==> src/logic/stream_switch_params.svh <==
`ifndef STREAM_SWITCH_PARAMS_SVH
`define STREAM_SWITCH_PARAMS_SVH

// ======================================================================
// Stream counts and widths
// ======================================================================
`define NUM_STREAMS 8
`define SAMPLE_W 16
`define DWELL_W 16
`define SEL_W 4
`define APB_AW 4

// ======================================================================
// Selection codes and reset values
// ======================================================================
`define BT_SEL 8 // Index just past the wired streams.
`define DWELL_RESET 385
`define DWELL_MIN 2 // Shortest dwell the timer will honour.
`define MASK_RESET 8'hFF
`define CTRL_RESET 1'b1

`endif

==> src/logic/stream_switch_pkg.sv <==
`include "stream_switch_params.svh"

package stream_switch_pkg;

	// Values 0 to 7 name a wired stream, BT_SEL names the Bluetooth source.
	typedef logic [`SEL_W-1:0] sel_t;

	typedef logic [`SAMPLE_W-1:0] sample_t;

	typedef logic [`DWELL_W-1:0] dwell_t;

	// Register offsets on the APB side.
	typedef enum logic [`APB_AW-1:0] {
		REG_CTRL   = 4'h0,
		REG_DWELL  = 4'h4,
		REG_MASK   = 4'h8,
		REG_STATUS = 4'hC
	} reg_addr_e;

endpackage

==> src/logic/dwell_timer.sv <==
`timescale 1ns/1ps
`include "stream_switch_params.svh"

module dwell_timer (
	input  logic                      clock,
	input  logic                      rst_n,
	input  logic                      scan_en,
	input  logic                      bt_state,
	input  stream_switch_pkg::dwell_t dwell_cycles,
	output logic                      expired
);
	import stream_switch_pkg::*;

	dwell_t count;
	dwell_t last_count; // Count value on which the pulse fires.
	logic   run;

	// The timer only runs while scanning is on and Bluetooth is not forcing the source.
	assign run = scan_en & bt_state;

	always_comb
	begin
		if (dwell_cycles < dwell_t'(`DWELL_MIN))
			last_count = dwell_t'(`DWELL_MIN - 1);
		else
			last_count = dwell_cycles - dwell_t'(1);
	end

	assign expired = run && (count == last_count);

	// Restarting at zero on the pulse keeps expiries exactly one dwell apart.
	always_ff @(posedge clock)
	begin
		if (!rst_n)
			count <= '0;
		else if (!run || expired)
			count <= '0;
		else
			count <= count + dwell_t'(1);
	end

endmodule

==> src/logic/stream_scan_arbiter.sv <==
`timescale 1ns/1ps
`include "stream_switch_params.svh"

module stream_scan_arbiter (
	input  logic                    clock,
	input  logic                    rst_n,
	input  logic                    bt_state,
	input  logic                    expired,
	input  logic [`NUM_STREAMS-1:0] open_streams,
	input  logic [`NUM_STREAMS-1:0] stream_mask,
	output stream_switch_pkg::sel_t sel,
	output logic                    sel_valid
);
	import stream_switch_pkg::*;

	localparam int IDX_W = $clog2(`NUM_STREAMS);

	logic [`NUM_STREAMS-1:0] eligible;
	logic [IDX_W-1:0]        last_idx;   // Scan position, kept through an override.
	logic                    held_valid; // Validity of the scan position.
	logic                    override;
	logic [IDX_W-1:0]        cand;
	logic [IDX_W-1:0]        next_idx;
	logic                    hit;

	// ======================================================================
	// Round-robin search
	// ======================================================================
	assign eligible = open_streams & stream_mask;

	// The current stream is looked at last, so it is kept only if nothing else is open.
	always_comb
	begin
		hit = 1'b0;
		next_idx = last_idx;
		cand = last_idx;
		for (int i = 1; i <= `NUM_STREAMS; i++)
		begin
			cand = IDX_W'(last_idx + i);
			if (!hit && eligible[cand])
			begin
				hit = 1'b1;
				next_idx = cand;
			end
		end
	end

	// ======================================================================
	// Selection register
	// ======================================================================
	always_ff @(posedge clock)
	begin
		if (!rst_n)
		begin
			sel        <= '0;
			sel_valid  <= 1'b0;
			last_idx   <= '0;
			held_valid <= 1'b0;
			override   <= 1'b0;
		end
		else if (!bt_state)
		begin
			sel       <= sel_t'(`BT_SEL); // Idle link forces the Bluetooth source.
			sel_valid <= 1'b1;
			override  <= 1'b1;
		end
		else if (override)
		begin
			sel       <= sel_t'(last_idx);
			sel_valid <= held_valid;
			override  <= 1'b0;
		end
		else if (expired)
		begin
			held_valid <= hit;
			sel_valid  <= hit;
			if (hit)
			begin
				sel      <= sel_t'(next_idx);
				last_idx <= next_idx;
			end
		end
	end

endmodule

==> src/logic/stream_mux.sv <==
`timescale 1ns/1ps
`include "stream_switch_params.svh"

module stream_mux (
	input  logic                                         clock,
	input  logic                                         rst_n,
	input  stream_switch_pkg::sel_t                      sel,
	input  logic                                         sel_valid,
	input  stream_switch_pkg::sample_t [`NUM_STREAMS-1:0] stream_samples,
	input  stream_switch_pkg::sample_t                   bt_sample,
	output stream_switch_pkg::sample_t                   sample_out
);
	import stream_switch_pkg::*;

	localparam int IDX_W = $clog2(`NUM_STREAMS);

	sample_t pick;

	// An invalid selection plays silence.
	always_comb
	begin
		if (!sel_valid)
			pick = '0;
		else if (sel == sel_t'(`BT_SEL))
			pick = bt_sample;
		else if (sel < sel_t'(`NUM_STREAMS))
			pick = stream_samples[sel[IDX_W-1:0]];
		else
			pick = '0;
	end

	always_ff @(posedge clock)
	begin
		if (!rst_n)
			sample_out <= '0;
		else
			sample_out <= pick; // One cycle behind sel.
	end

endmodule

==> src/logic/switch_apb_regs.sv <==
`timescale 1ns/1ps
`include "stream_switch_params.svh"

module switch_apb_regs (
	input  logic                      clock,
	input  logic                      rst_n,
	input  logic                      psel,
	input  logic                      penable,
	input  logic                      pwrite,
	input  logic [`APB_AW-1:0]        paddr,
	input  logic [31:0]               pwdata,
	output logic [31:0]               prdata,
	output logic                      pready,
	output logic                      pslverr,
	input  stream_switch_pkg::sel_t   sel,
	input  logic                      sel_valid,
	input  logic                      bt_state,
	output logic                      scan_en,
	output stream_switch_pkg::dwell_t dwell_cycles,
	output logic [`NUM_STREAMS-1:0]   stream_mask
);
	import stream_switch_pkg::*;

	logic access;
	logic mapped;
	logic wr_en;
	logic rd_en;

	// ======================================================================
	// Address decode
	// ======================================================================
	assign access = psel & penable;
	assign pready = 1'b1; // No wait states.

	always_comb
	begin
		case (paddr)
			REG_CTRL, REG_DWELL, REG_MASK, REG_STATUS: mapped = 1'b1;
			default: mapped = 1'b0;
		endcase
	end

	// Status is read only.
	assign pslverr = access && (!mapped || (pwrite && paddr == REG_STATUS));

	assign wr_en = access & pwrite & ~pslverr;
	assign rd_en = access & ~pwrite;

	// ======================================================================
	// Writable registers
	// ======================================================================
	always_ff @(posedge clock)
	begin
		if (!rst_n)
		begin
			scan_en      <= `CTRL_RESET;
			dwell_cycles <= dwell_t'(`DWELL_RESET);
			stream_mask  <= `MASK_RESET;
		end
		else if (wr_en)
		begin
			case (paddr)
				REG_CTRL:  scan_en <= pwdata[0];
				REG_DWELL: dwell_cycles <= pwdata[`DWELL_W-1:0];
				REG_MASK:  stream_mask <= pwdata[`NUM_STREAMS-1:0];
				default:   scan_en <= scan_en;
			endcase
		end
	end

	// ======================================================================
	// Read data
	// ======================================================================
	always_comb
	begin
		prdata = '0;
		if (rd_en)
		begin
			case (paddr)
				REG_CTRL:   prdata = {31'd0, scan_en};
				REG_DWELL:  prdata = 32'(dwell_cycles);
				REG_MASK:   prdata = 32'(stream_mask);
				REG_STATUS: prdata = {26'd0, ~bt_state, sel_valid, sel}; // Bit 5 is the override.
				default:    prdata = '0;
			endcase
		end
	end

endmodule

==> src/logic/stream_switch_top.sv <==
`timescale 1ns/1ps
`include "stream_switch_params.svh"

module stream_switch_top (
	input  logic                                         clock,
	input  logic                                         rst_n,
	input  logic                                         bt_state,
	input  logic [`NUM_STREAMS-1:0]                      open_streams,
	input  stream_switch_pkg::sample_t [`NUM_STREAMS-1:0] stream_samples,
	input  stream_switch_pkg::sample_t                   bt_sample,
	input  logic                                         psel,
	input  logic                                         penable,
	input  logic                                         pwrite,
	input  logic [`APB_AW-1:0]                           paddr,
	input  logic [31:0]                                  pwdata,
	output logic [31:0]                                  prdata,
	output logic                                         pready,
	output logic                                         pslverr,
	output stream_switch_pkg::sel_t                      sel,
	output logic                                         sel_valid,
	output stream_switch_pkg::sample_t                   sample_out
);
	import stream_switch_pkg::*;

	logic                    scan_en;
	dwell_t                  dwell_cycles;
	logic [`NUM_STREAMS-1:0] stream_mask;
	logic                    expired;

	// ======================================================================
	// Software registers
	// ======================================================================
	switch_apb_regs switch_apb_regs_inst (
		.clock        (clock),
		.rst_n        (rst_n),
		.psel         (psel),
		.penable      (penable),
		.pwrite       (pwrite),
		.paddr        (paddr),
		.pwdata       (pwdata),
		.prdata       (prdata),
		.pready       (pready),
		.pslverr      (pslverr),
		.sel          (sel),
		.sel_valid    (sel_valid),
		.bt_state     (bt_state),
		.scan_en      (scan_en),
		.dwell_cycles (dwell_cycles),
		.stream_mask  (stream_mask)
	);

	// ======================================================================
	// Selection controller and output path
	// ======================================================================
	dwell_timer dwell_timer_inst (
		.clock        (clock),
		.rst_n        (rst_n),
		.scan_en      (scan_en),
		.bt_state     (bt_state),
		.dwell_cycles (dwell_cycles),
		.expired      (expired)
	);

	stream_scan_arbiter stream_scan_arbiter_inst (
		.clock        (clock),
		.rst_n        (rst_n),
		.bt_state     (bt_state),
		.expired      (expired),
		.open_streams (open_streams),
		.stream_mask  (stream_mask),
		.sel          (sel),
		.sel_valid    (sel_valid)
	);

	stream_mux stream_mux_inst (
		.clock          (clock),
		.rst_n          (rst_n),
		.sel            (sel),
		.sel_valid      (sel_valid),
		.stream_samples (stream_samples),
		.bt_sample      (bt_sample),
		.sample_out     (sample_out)
	);

endmodule

==> config.mk <==
export PLATFORM = sky130hd
export DESIGN_NAME = stream_switch_top
export DESIGN_NICKNAME = d
export VERILOG_FILES = /design/src/logic/stream_switch_pkg.sv /design/src/logic/dwell_timer.sv /design/src/logic/stream_scan_arbiter.sv /design/src/logic/stream_mux.sv /design/src/logic/switch_apb_regs.sv /design/src/logic/stream_switch_top.sv
export VERILOG_INCLUDE_DIRS = /design/src /design/src/logic
export SDC_FILE = /design/constraint.sdc
export NUM_CORES = 1
export LEC_CHECK = 0
export BUFFER_PORTS_ARGS = -buffer_cell sky130_fd_sc_hd__buf_2
export CAP_MARGIN = 25
export CORE_AREA = 2 2 109 111
export CTS_BUF_LIST = sky130_fd_sc_hd__clkbuf_8
export CTS_CLUSTER_DIAMETER = 150
export DETAILED_ROUTE_END_ITERATION = 16
export DIE_AREA = 0 0 111 113
export PLACE_DENSITY = 0.89
export SYNTH_ARGS = -nofsm -noshare
export SYNTH_HDL_FRONTEND = slang
export SYNTH_HIERARCHICAL = 1
export SYNTH_SLANG_ARGS = --single-unit
==> constraint.sdc <==
create_clock -name clock -period 12.3 [get_ports clock]
set_input_delay 1.845 -clock clock [delete_from_list [all_inputs] [get_ports clock]]
set_output_delay 1.845 -clock clock [all_outputs]
set_load 0.02 [all_outputs]
Word-level counts from Yosys, hierarchy flattened:

Index checks and enable logic that the tools add are counted.
W data, S select, Z words.

* input port bits: 194
* flip-flop bits (word level): 67
* logic and storage cells: 133
* output and inout port bits: 55

* bitwise operators: 11
* reductions and logical operators: 35
* $add $sub $neg: 10
* eq/ne operators: 7
* $lt $le $gt $ge: 11
* mux-type cells: 48

Operators with widths (number)
* $mux W16: 4
* $pmux W16 S4: 1
* $bmux W16 S3: 1
* $lt A3 B4 Y1 const B: 9
* $mux W32: 1
* $bmux W1 S3: 8
* $mux W3: 8
* $mux W1: 21
* $add A16 B1 Y16 const B: 1
* $eq A16 B16 Y1: 1
* $lt A16 B2 Y1 const B: 1
* $mux W4: 4
* $sub A16 B1 Y16 const B: 1
* $reduce_and A2 Y1: 7
* $add A3 B3 Y3 const B: 4
* $eq A4 B4 Y1 const B: 3
* $logic_and A1 B1 Y1: 10
* $logic_not A1 Y1: 9
* $and A8 B8 Y8: 1
* $add A3 B1 Y3 const B: 2
* $add A3 B2 Y3 const B: 2
* $ne A3 B1 Y1 const B: 2
* $and A1 B1 Y1: 5
* $not A1 Y1: 5
* 9 further kinds: 11

Logic depth before layout (Yosys ltp):

Gate-level depths: netlist of run 1.

* depth in word-level cells: 29
* mapped depth: 14
* mapped depth without buffers: 14

By module:

Netlist of run 1, hierarchy kept.

Modules (own cells, without submodules)
* stream_mux: times used 1, area an instance 1726.7 um^2, sequential area each 320.3 um^2, cells each 151
* stream_scan_arbiter: times used 1, area an instance 1514.0 um^2, sequential area each 200.2 um^2, cells each 171
* dwell_timer: times used 1, area an instance 1482.7 um^2, sequential area each 320.3 um^2, cells each 202
* switch_apb_regs: times used 1, area an instance 1455.1 um^2, sequential area each 500.5 um^2, cells each 175

Least setup slack after synthesis of run 1:

OpenSTA, ideal clock, no wires.

* path type: in2out
* start: input paddr[3]
* end: output prdata[0]
* path slack: 7503 ps
* arrival time: 2952 ps
* stages on the path: 5
* data required time: 10455 ps
* buffers on the path: 2
* path through: buf_4 > nor4b_4 > buf_2 > nand2_1 > a21oi_1

* longest elaborated chain between the ends: 3
* elaborated cells on any way between the ends: 6
* those cells by class: eq/ne (3); mux (2); reduce/logical (1)

Ends and longest elaborated chain
* from (decl): RTL line stream_switch_top.sv:14 `` input logic [`APB_AW-1:0] paddr, ``
* $eq A4 B4 Y1, or another cell as far along: RTL line switch_apb_regs.sv:79 `case (paddr)`
* $pmux W16 S4 *: RTL line switch_apb_regs.sv:79
* $mux W32 *: RTL line switch_apb_regs.sv:77 `if (rd_en)`
* to (decl): RTL line stream_switch_top.sv:16 `output logic [31:0] prdata,`

Mark *: on every way between the ends. The rest lies on a longest branch, timed or not.

Worst setup path in the final report of run 1:

* start: input paddr[3]
* end: output prdata[5]

Same word-level chain as after synthesis.

==> results.md, run 1 <==
- The global route total overflow is 0.
- The detailed router's first-iteration violation count is 738.
- After filler insertion, the fill cell instance count of the layout stands at slightly above 900.
- The sum of negative setup slack is 0 ns.
- The total track usage is 0.3068.
- The number of setup violations in the final report is 0.
- The setup slack of the worst register-to-register path is 8.14 ns.
- Clock tree synthesis selected as its root buffer the cell clkbuf_8.
- The worst setup path is captured at an output pin.
- The clock transition time at the flip-flop clock pins of the worst setup and hold paths is 0.07 ns.
- The count of buffers added on input and output ports is roughly 220.
- The final weighted congestion in routability-driven placement is slightly below 1.
- The number of post-CTS setup repair buffers is 0.
- After detailed routing, the number of remaining DRC violations is 0.
- The post-detailed-route count of antenna-violating nets is 0.
- The data arrival time of the critical path is about 3.4 ns.
- The number of max-slew violations in the final report is 0.
- Counting distinct cell types in the post-synthesis netlist gives 80.
- Measured along the y axis, the die boundary spans between 100 and 150 um.
- The H-tree was split into 3 levels.
- The count of flip-flops with a built-in enable after synthesis is 0.
- The full die area is between 10000 and 15000 um^2.
- The via count of the first global-routing pass is 6047.
- The launching element type of the critical path is an input pin.
- The via-per-instance ratio is ~6.3.
- TritonCTS created 9 clock buffers.
- The site row count is 39.
- Leaving out fill and tap cells, the most frequent cell in the layout is buf_2.
- In this run the cell area measured after placement is 7121 um^2.
- Leaving out fill and tap cells, the most frequent cells in the layout are buf_2, nand2_1, dfxtp_1.
- Dividing the final minimum period by the clock period gives 0.4284.
- The post-cts hold buffer count is 0.
- Counting along the longest clock path gives a buffer depth of 2.
- The sequential fraction of the synthesis area is 0.2171.
- After legalization and detailed placement, the total HPWL measured 15050 um.
- The upper clock frequency limit is 189.8 MHz.
- The global-route wire length before repair is 31130 um.
- The tool flagged a number of max-cap violations equal to 0.
- At the pin with the least slew margin, the transition time is roughly 1.0 ns.
- The final routed wirelength across all metal layers is around 20000 um.
- Before antenna repair, the detailed router went through 8 iterations.
- The synthesized design contains 67 register bits.
- For this run, the post-layout net count is ~1100.
- The share of flip-flops with an asynchronous set or reset after synthesis is 0.
- The final worst clock skew is 0.01566 ns.
- The relative area change from synthesis to final layout is 18.37%.
- Summed over all cells, the static leakage comes to between 0.003 and 0.004 uW.
- Data on the critical path is required at its endpoint by about 10 ns.
- The number of synthesis warnings is 6.
- The post-synthesis average cell area is 8.839 um^2.
- 0 antenna diodes ended up in the layout.
- The number of hold violations in the final report came to 0.
- VDD sags by at most between 60 and 70 uV.
- The finished cells cover about 7300 um^2.
- The worst path in the final design needs a cycle of around 5.3 ns, including I/O delays and setup.
- The worst relative slew slack is 0.3145.
- The clock insertion delay at the later pin of the skew report is around 0.34 ns.
- The core box area is around 11000 um^2.
- The horizontal die dimension is around 110 um.
- The pin count of the biggest net entering global routing is 53.
- For this design the top-level I/O count stands at between 200 and 250.
- The classification of the worst setup path is input pin to output pin.
- The critical-path maximum fanout is 16.
- The worst min-delay path class is flop to flop.
- The gate count of the mapped netlist is approximately 700.
- Gates resized during post-CTS repair numbered 0.
- After synthesis the cells add up to 6178 um^2.
- The detail-routed net length per standard cell is just under 20 um.
- The effective utilization at floorplan is 0.5481.
- The power per cell area is roughly 70 nW/um^2.
- The clock tree from TritonCTS is yes.
- Setup repair after global routing left no endpoint under its margin.
- The total number of vias is roughly 6500.
- In the final layout, the share of cells above drive strength 1 is 0.3209.
- The initial antenna violation count was 0.
- The run finished with clean final reports.
- The commonest register cell after synthesis is dfxtp_1.
- The count of clock tree sinks is between 60 and 70.
area by class of cell:
cell class | count | area (um^2) | share of cell area
multi-input cells | 565 | 4403 | 0.6021
flip-flops and latches | 67 | 1343 | 0.1836
repair buffers | 222 | 1129 | 0.1543
well taps | 143 | 178.9 | 0.02447
clock buffers | 9 | 123.9 | 0.01694
clock inverters | 7 | 68.82 | 0.009410
inverters | 18 | 67.56 | 0.009239
final timing paths:
check | startpoint | to | cells past startpoint
max | paddr[3] | prdata[5] | 5
min | stream_scan_arbiter_inst/held_valid$_SDFFE_PN0P_ | stream_scan_arbiter_inst/held_valid$_SDFFE_PN0P_ | 2
max reg2reg | switch_apb_regs_inst/dwell_cycles[0]$_SDFFE_PN1P_ | stream_scan_arbiter_inst/last_idx[0]$_SDFFE_PN0P_ | 14
min reg2reg | stream_scan_arbiter_inst/held_valid$_SDFFE_PN0P_ | stream_scan_arbiter_inst/held_valid$_SDFFE_PN0P_ | 2
synthesized netlist by cell type, types with 3 or more instances:
| library cell | instances | area, um^2 |
|---|---|---|
| nor4b_4 | 3 | 71.32 |
| or2_2 | 3 | 18.77 |
| o22ai_1 | 6 | 37.54 |
| a21o_1 | 6 | 45.04 |
| or4b_1 | 3 | 30.03 |
| o21ai_0 | 29 | 145.1 |
| nor2_1 | 46 | 172.7 |
| ha_1 | 4 | 50.05 |
| nand4_1 | 7 | 43.79 |
| buf_6 | 7 | 78.83 |
| a211oi_1 | 23 | 172.7 |
| inv_1 | 17 | 63.81 |
| buf_2 | 8 | 40.04 |
| nor3b_1 | 6 | 45.04 |
| a21boi_0 | 3 | 22.52 |
| a31oi_1 | 3 | 18.77 |
| dfxtp_1 | 67 | 1341 |
| xnor2_1 | 16 | 140.1 |
| o2111a_1 | 5 | 56.30 |
| o211ai_1 | 7 | 52.55 |
| buf_12 | 3 | 60.06 |
| nand3b_1 | 6 | 45.04 |
| nor3_1 | 14 | 70.07 |
| xor2_1 | 11 | 96.34 |
| or3_1 | 7 | 43.79 |
| mux2_2 | 8 | 90.09 |
| nand2_1 | 89 | 334.1 |
| a21oi_1 | 5 | 25.02 |
| and3_1 | 5 | 31.28 |
| buf_4 | 19 | 142.6 |
| and2_1 | 20 | 125.1 |
| clkbuf_1 | 27 | 101.4 |
| a22oi_1 | 9 | 67.56 |
| mux4_2 | 17 | 382.9 |
| a221o_1 | 13 | 130.1 |
| nor2b_1 | 6 | 37.54 |
| mux2i_1 | 43 | 430.4 |
| nor4b_1 | 4 | 35.03 |
| nand2b_1 | 7 | 43.79 |
| o2111ai_1 | 3 | 26.28 |
| or4_1 | 4 | 30.03 |
| nand3_1 | 40 | 200.2 |
| a22o_1 | 4 | 35.03 |
| mux4_1 | 18 | 473.0 |
registers in the layout, indices dropped and copies added, names as in the netlist:
name	flops
stream_scan_arbiter_inst/last_idx	3
stream_scan_arbiter_inst/override	1
switch_apb_regs_inst/dwell_cycles	16
switch_apb_regs_inst/stream_mask	8
stream_mux_inst/sample_out	16
stream_scan_arbiter_inst/held_valid	1
dwell_timer_inst/count	16
switch_apb_regs_inst/scan_en	1
stream_scan_arbiter_inst/sel	4
stream_scan_arbiter_inst/sel_valid	1
power breakdown:
part	internal (uW)	leakage, uW	switching, uW
combinational	50.3	0.00241	56.3
clock	93.3	0.000101	90.2
sequential	220	0.000543	3.39
total	364	0.00305	150
through the flow:
| stage | utilization | hold WS [ns] | worst slack [ns] | power, uW | cells |
|---|---|---|---|---|---|
| final | 0.6488 | 0.4971 | 7.030 | 513.9 | 1031 |
| after global routing | 0.6488 | 0.5051 | 6.888 | 534.9 | 1031 |
| after detailed placement | 0.6317 | 0.4643 | 7.105 | 332.8 | 1015 |
| after CTS | 0.6488 | 0.4743 | 7.095 | 514.1 | 1031 |
| after global placement | 0.6317 | 0.4528 | 7.108 | 330.3 | 1015 |
| after floorplan | - | 0.4419 | 7.503 | 289.9 | 714 |
layer usage:
metal	track usage	vias up	share of wire
li1	-	2989	-
met1	0.3815	2967	0.39
met2	0.5088	451	0.46
met3	0.06160	68	0.098
met4	0.1583	0	0.046
met5	0	-	0
kinds of logic (layout without fill, tap and decap cells):
logic type	count (synthesis)	count (layout)	share of synthesized area
compound gates	147	147	0.1849
xor+xnor	30	30	0.04617
fa+ha+maj	4	4	0.008101
buf+inv	82	256	0.07939
flops	67	67	0.2171
mux	87	87	0.2250
other cells	2	17	0.001216
simple gates	280	280	0.2382
worst max-delay path, stage by stage:
cell and delay [ns]:
buf_2 0.25, nor4b_4 0.76, nand2_1 0.13, a21oi_1 0.22, buf_2 0.20
Power figures use the tool's default switching activity.
==> run 2: changes to the inputs <==
- CORE_AREA: 2 2 109 111 -> 2 2 119 121
- DIE_AREA: 0 0 111 113 -> 0 0 121 123
- PLACE_DENSITY: 0.89 -> 0.79
- clock period: 12.3 -> 4.56 ns (I/O delays scaled with it)
==> results.md, run 2 (synthesis results as in run 1) <==
- Wires add up to 19310 um.
- After global routing the overflow that remains totals 0.
- The share of total power dissipated in sequential elements is 0.386.
- The die is approximately 120 um wide.
- The clock tree synthesis step divided the H-tree into 3 levels.
- The clock transition time at the flip-flop clock pins of the worst setup and hold paths is ~0.080 ns.
- STA puts the critical path data arrival time at 4.37 ns.
- The largest registers in the layout are dwell_timer_inst/count: 16 flops, stream_mux_inst/sample_out: 16 flops, switch_apb_regs_inst/dwell_cycles: 16 flops.
- The HPWL after detailed placement is 15010 um.
- For this design, the CTS-stage hold fixing added 0 buffers.
- The core box area is ~14000 um^2.
- The worst endpoint required time is between 4 and 5 ns.
- The final worst-path cycle share is 0.8962.
- STA classifies the critical path endpoint as a flop.
- The tool flagged a number of max-cap violations equal to 0.
- The startpoint of the lowest-slack hold path is switch_apb_regs_inst/dwell_cycles[15]$_SDFFE_PN0P_.
- The final worst clock skew is 0.01045 ns.
- Entering global routing, the biggest net connects 53 pins.
- The number of cells upsized or downsized after cts is 0.
- The transition time at the pin with the least slew margin is between 0.9 and 1 ns.
- The cell area after placement is 7183 um^2.
- The flow ran to the end, and the final reports show no timing, DRC or antenna violations.
- The commonest non-fill, non-tap cell in the layout is buf_2.
- The kind of cell with the highest combined delay along the critical path is simple AND/OR/NAND/NOR gates.
- Measured along the y axis, the die boundary spans approximately 120 um.
- In this run the tool buffered the top-level ports with between 200 and 250 buffer cells.
- The critical path is of the flop to flop type.
- The number of optimization iterations in the first detailed-route pass is 6.
- The effective utilization at floorplan is 0.4539.
- In the routed layout, each cell is associated on average with a via count of 5.928.
- The worst pin sits at a relative slew slack of 0.3963.
- Dividing the detail-routed wire length by the instance count gives 18.01 um.
- The number of buffers created by CTS is 9.
- The clock insertion delay at the later pin of the skew report is roughly 0.35 ns.
- The power per cell area is between 200 and 250 nW/um^2.
- The share of total power dissipated in the clock network is 0.434.
- The end of the worst hold path is switch_apb_regs_inst/dwell_cycles[15]$_SDFFE_PN0P_.
- The analysis attributes to cell leakage a power of roughly 0.0031 uW.
- The launching element type of the critical path is a flop.
- The maximum vdd drop is ~130 uV.
- The upper clock frequency limit is approximately 240 MHz.
- For the finished layout, the period the worst path requires is slightly above 4 ns.
- Setup repair after global routing left no endpoint under its margin.
- Traced cell by cell, the critical path runs through inv_1, ha_1, or4b_1, or4_1, xor2_1, o22ai_1, a211oi_1, nand4_1, a2111oi_1, buf_4, nand3b_1, o21bai_2, or3_1, a21boi_1.
- The relative area change from synthesis to final layout is 20.94%.
- The number of hold violations in the final report is 0.
- The number of setup violations in the final report is 0.
- The area of combinational cells with multiple inputs is ~4400 um^2.
- The clock drives 67 sinks.
- The via count of the first global-routing pass is approximately 5900.
- In this design, the stage delay of the slowest critical-path cell is between 0.4 and 0.5 ns.
- Of the total power, combinational logic draws 0.180.
- The clock passes through at most 2 buffers.
- The clock root buffer is clkbuf_8.
- In the layout the commonest cells are buf_2, nand2_1, dfxtp_1.
- The sum of negative setup slack is 0 ns.
- Once the clock tree was built, the setup fixing pass inserted 0 buffers.
- The logic depth of the worst register-to-register path is 14.
- The buffer and inverter count on the worst path is 2.
- The total number of vias is around 6400.
- The number of filler cells placed in the layout is around 1200.
- The internal power of the cells totals between 1000 and 1500 uW.
- The detailed router's first-iteration violation count is 533.
- The remaining routing DRC violations is 0.
- The global-route wire length before repair is 30390 um.
- The switching component of the power is about 400 uW.
- The finished layout holds 1072 standard cells, fillers aside.
- The sequential cells in the finished layout cover a total of approximately 1300 um^2.
- The layout cell share with drive strength beyond 1 is 0.3232.
- The total track usage is 0.2577.
- The library cell contributing the largest single delay on the critical path is or4b_1.
- The setup slack of the worst register-to-register path is 0.47 ns.
- The switching part of the total is 0.2497.
- The final net count is between 1000 and 1500.
- The floorplan has 43 rows.
- The source of the worst register-to-register timing path is switch_apb_regs_inst/dwell_cycles[0]$_SDFFE_PN1P_.
- The endpoint of the lowest-slack register-to-register path is stream_scan_arbiter_inst/last_idx[0]$_SDFFE_PN0P_.
- The number of max-slew violations in the final report is 0.
- In this run the remaining antenna-violating nets after routing total 0.
- TritonCTS built the clock tree.
- The critical-path maximum fanout is 6.
- The min-delay analysis places its worst path in the category flop to flop.
- The worst hold path depth is 2.
- The final non-filler cell area is between 7000 and 8000 um^2.
- The initial antenna violation count came to 1.
- At the end of routability-driven placement, the weighted congestion stood at approximately 0.88.
- The die covers approximately 15000 um^2.
- The total I/O pin count is between 200 and 250.
- Counting tap cells, the placed design contains a total of between 1000 and 1500 instances.
[run 2: cell types whose count changed in the layout (fill, tap and decap cells not counted), sizes merged]
cell      delta
buf          +3
bufinv       +3
clkbuf       +2
clkinv       -3
clkinvlp     -1
diode        +1
inv          -1
[run 2: power by group through the flow]
stage,logic (uW),clock network [uW],registers [uW]
finish,282,682,606
detailed placement,276,0,619
CTS,277,697,606
floorplan,159,0,622
global placement,270,0,619
global route,305,722,607
[run 2: area by class of cell]
class | count | area share
Multi-Input combinational cell | 565 | 0.5894
Sequential cell | 67 | 0.1797
Timing Repair Buffer | 225 | 0.1546
Tap cell | 180 | 0.03014
Clock buffer | 11 | 0.02026
Clock inverter | 5 | 0.01658
Inverter | 18 | 0.009042
Antenna cell | 1 | 0.0003349
[run 2: worst reg2reg max path, cell delays in order, from the launching register on]
cell       delay (ns)
dfxtp_1          0.35
inv_1            0.14
ha_1             0.28
or4b_1           0.48
or4_1            0.44
xor2_1           0.33
o22ai_1          0.14
a211oi_1         0.24
nand4_1          0.12
a2111oi_1        0.44
buf_4            0.23
nand3b_1         0.09
o21bai_2         0.24
or3_1            0.36
a21boi_1         0.14
[run 2: metrics by stage]
step                      hold slack [ns]  power, uW  setup slack, ns    util
after global routing               0.5201       1634          0.06795  0.5489
after floorplan                    0.4419      781.8           0.4944       -
after global placement             0.4603      889.0           0.6053  0.5277
after detailed placement           0.4669      895.1           0.5797  0.5277
after CTS                          0.4789       1579           0.5382  0.5479
final                              0.4821       1570           0.4734  0.5489
[run 2: metal layers]
layer	vias to the layer above	track usage	wire length, um
met5	-	0	0
met4	0	0.09012	497
met3	33	0.05166	1630
met2	332	0.4452	9451
met1	3003	0.3200	7725
li1	2987	-	-
[run 2: worst max path at each step]
stage / start / end / slack, ns / cells after the start
floorplan: switch_apb_regs_inst/dwell_cycles[0]$_SDFFE_PN1P_ / stream_scan_arbiter_inst/last_idx[0]$_SDFFE_PN0P_ / 0.49 / 13
global placement: switch_apb_regs_inst/dwell_cycles[0]$_SDFFE_PN1P_ / stream_scan_arbiter_inst/last_idx[0]$_SDFFE_PN0P_ / 0.61 / 14
detailed placement: switch_apb_regs_inst/dwell_cycles[0]$_SDFFE_PN1P_ / stream_scan_arbiter_inst/last_idx[0]$_SDFFE_PN0P_ / 0.58 / 14
CTS: switch_apb_regs_inst/dwell_cycles[0]$_SDFFE_PN1P_ / stream_scan_arbiter_inst/last_idx[0]$_SDFFE_PN0P_ / 0.54 / 14
global route: switch_apb_regs_inst/dwell_cycles[0]$_SDFFE_PN1P_ / stream_scan_arbiter_inst/last_idx[0]$_SDFFE_PN0P_ / 0.07 / 14
finish: switch_apb_regs_inst/dwell_cycles[0]$_SDFFE_PN1P_ / stream_scan_arbiter_inst/last_idx[0]$_SDFFE_PN0P_ / 0.47 / 14
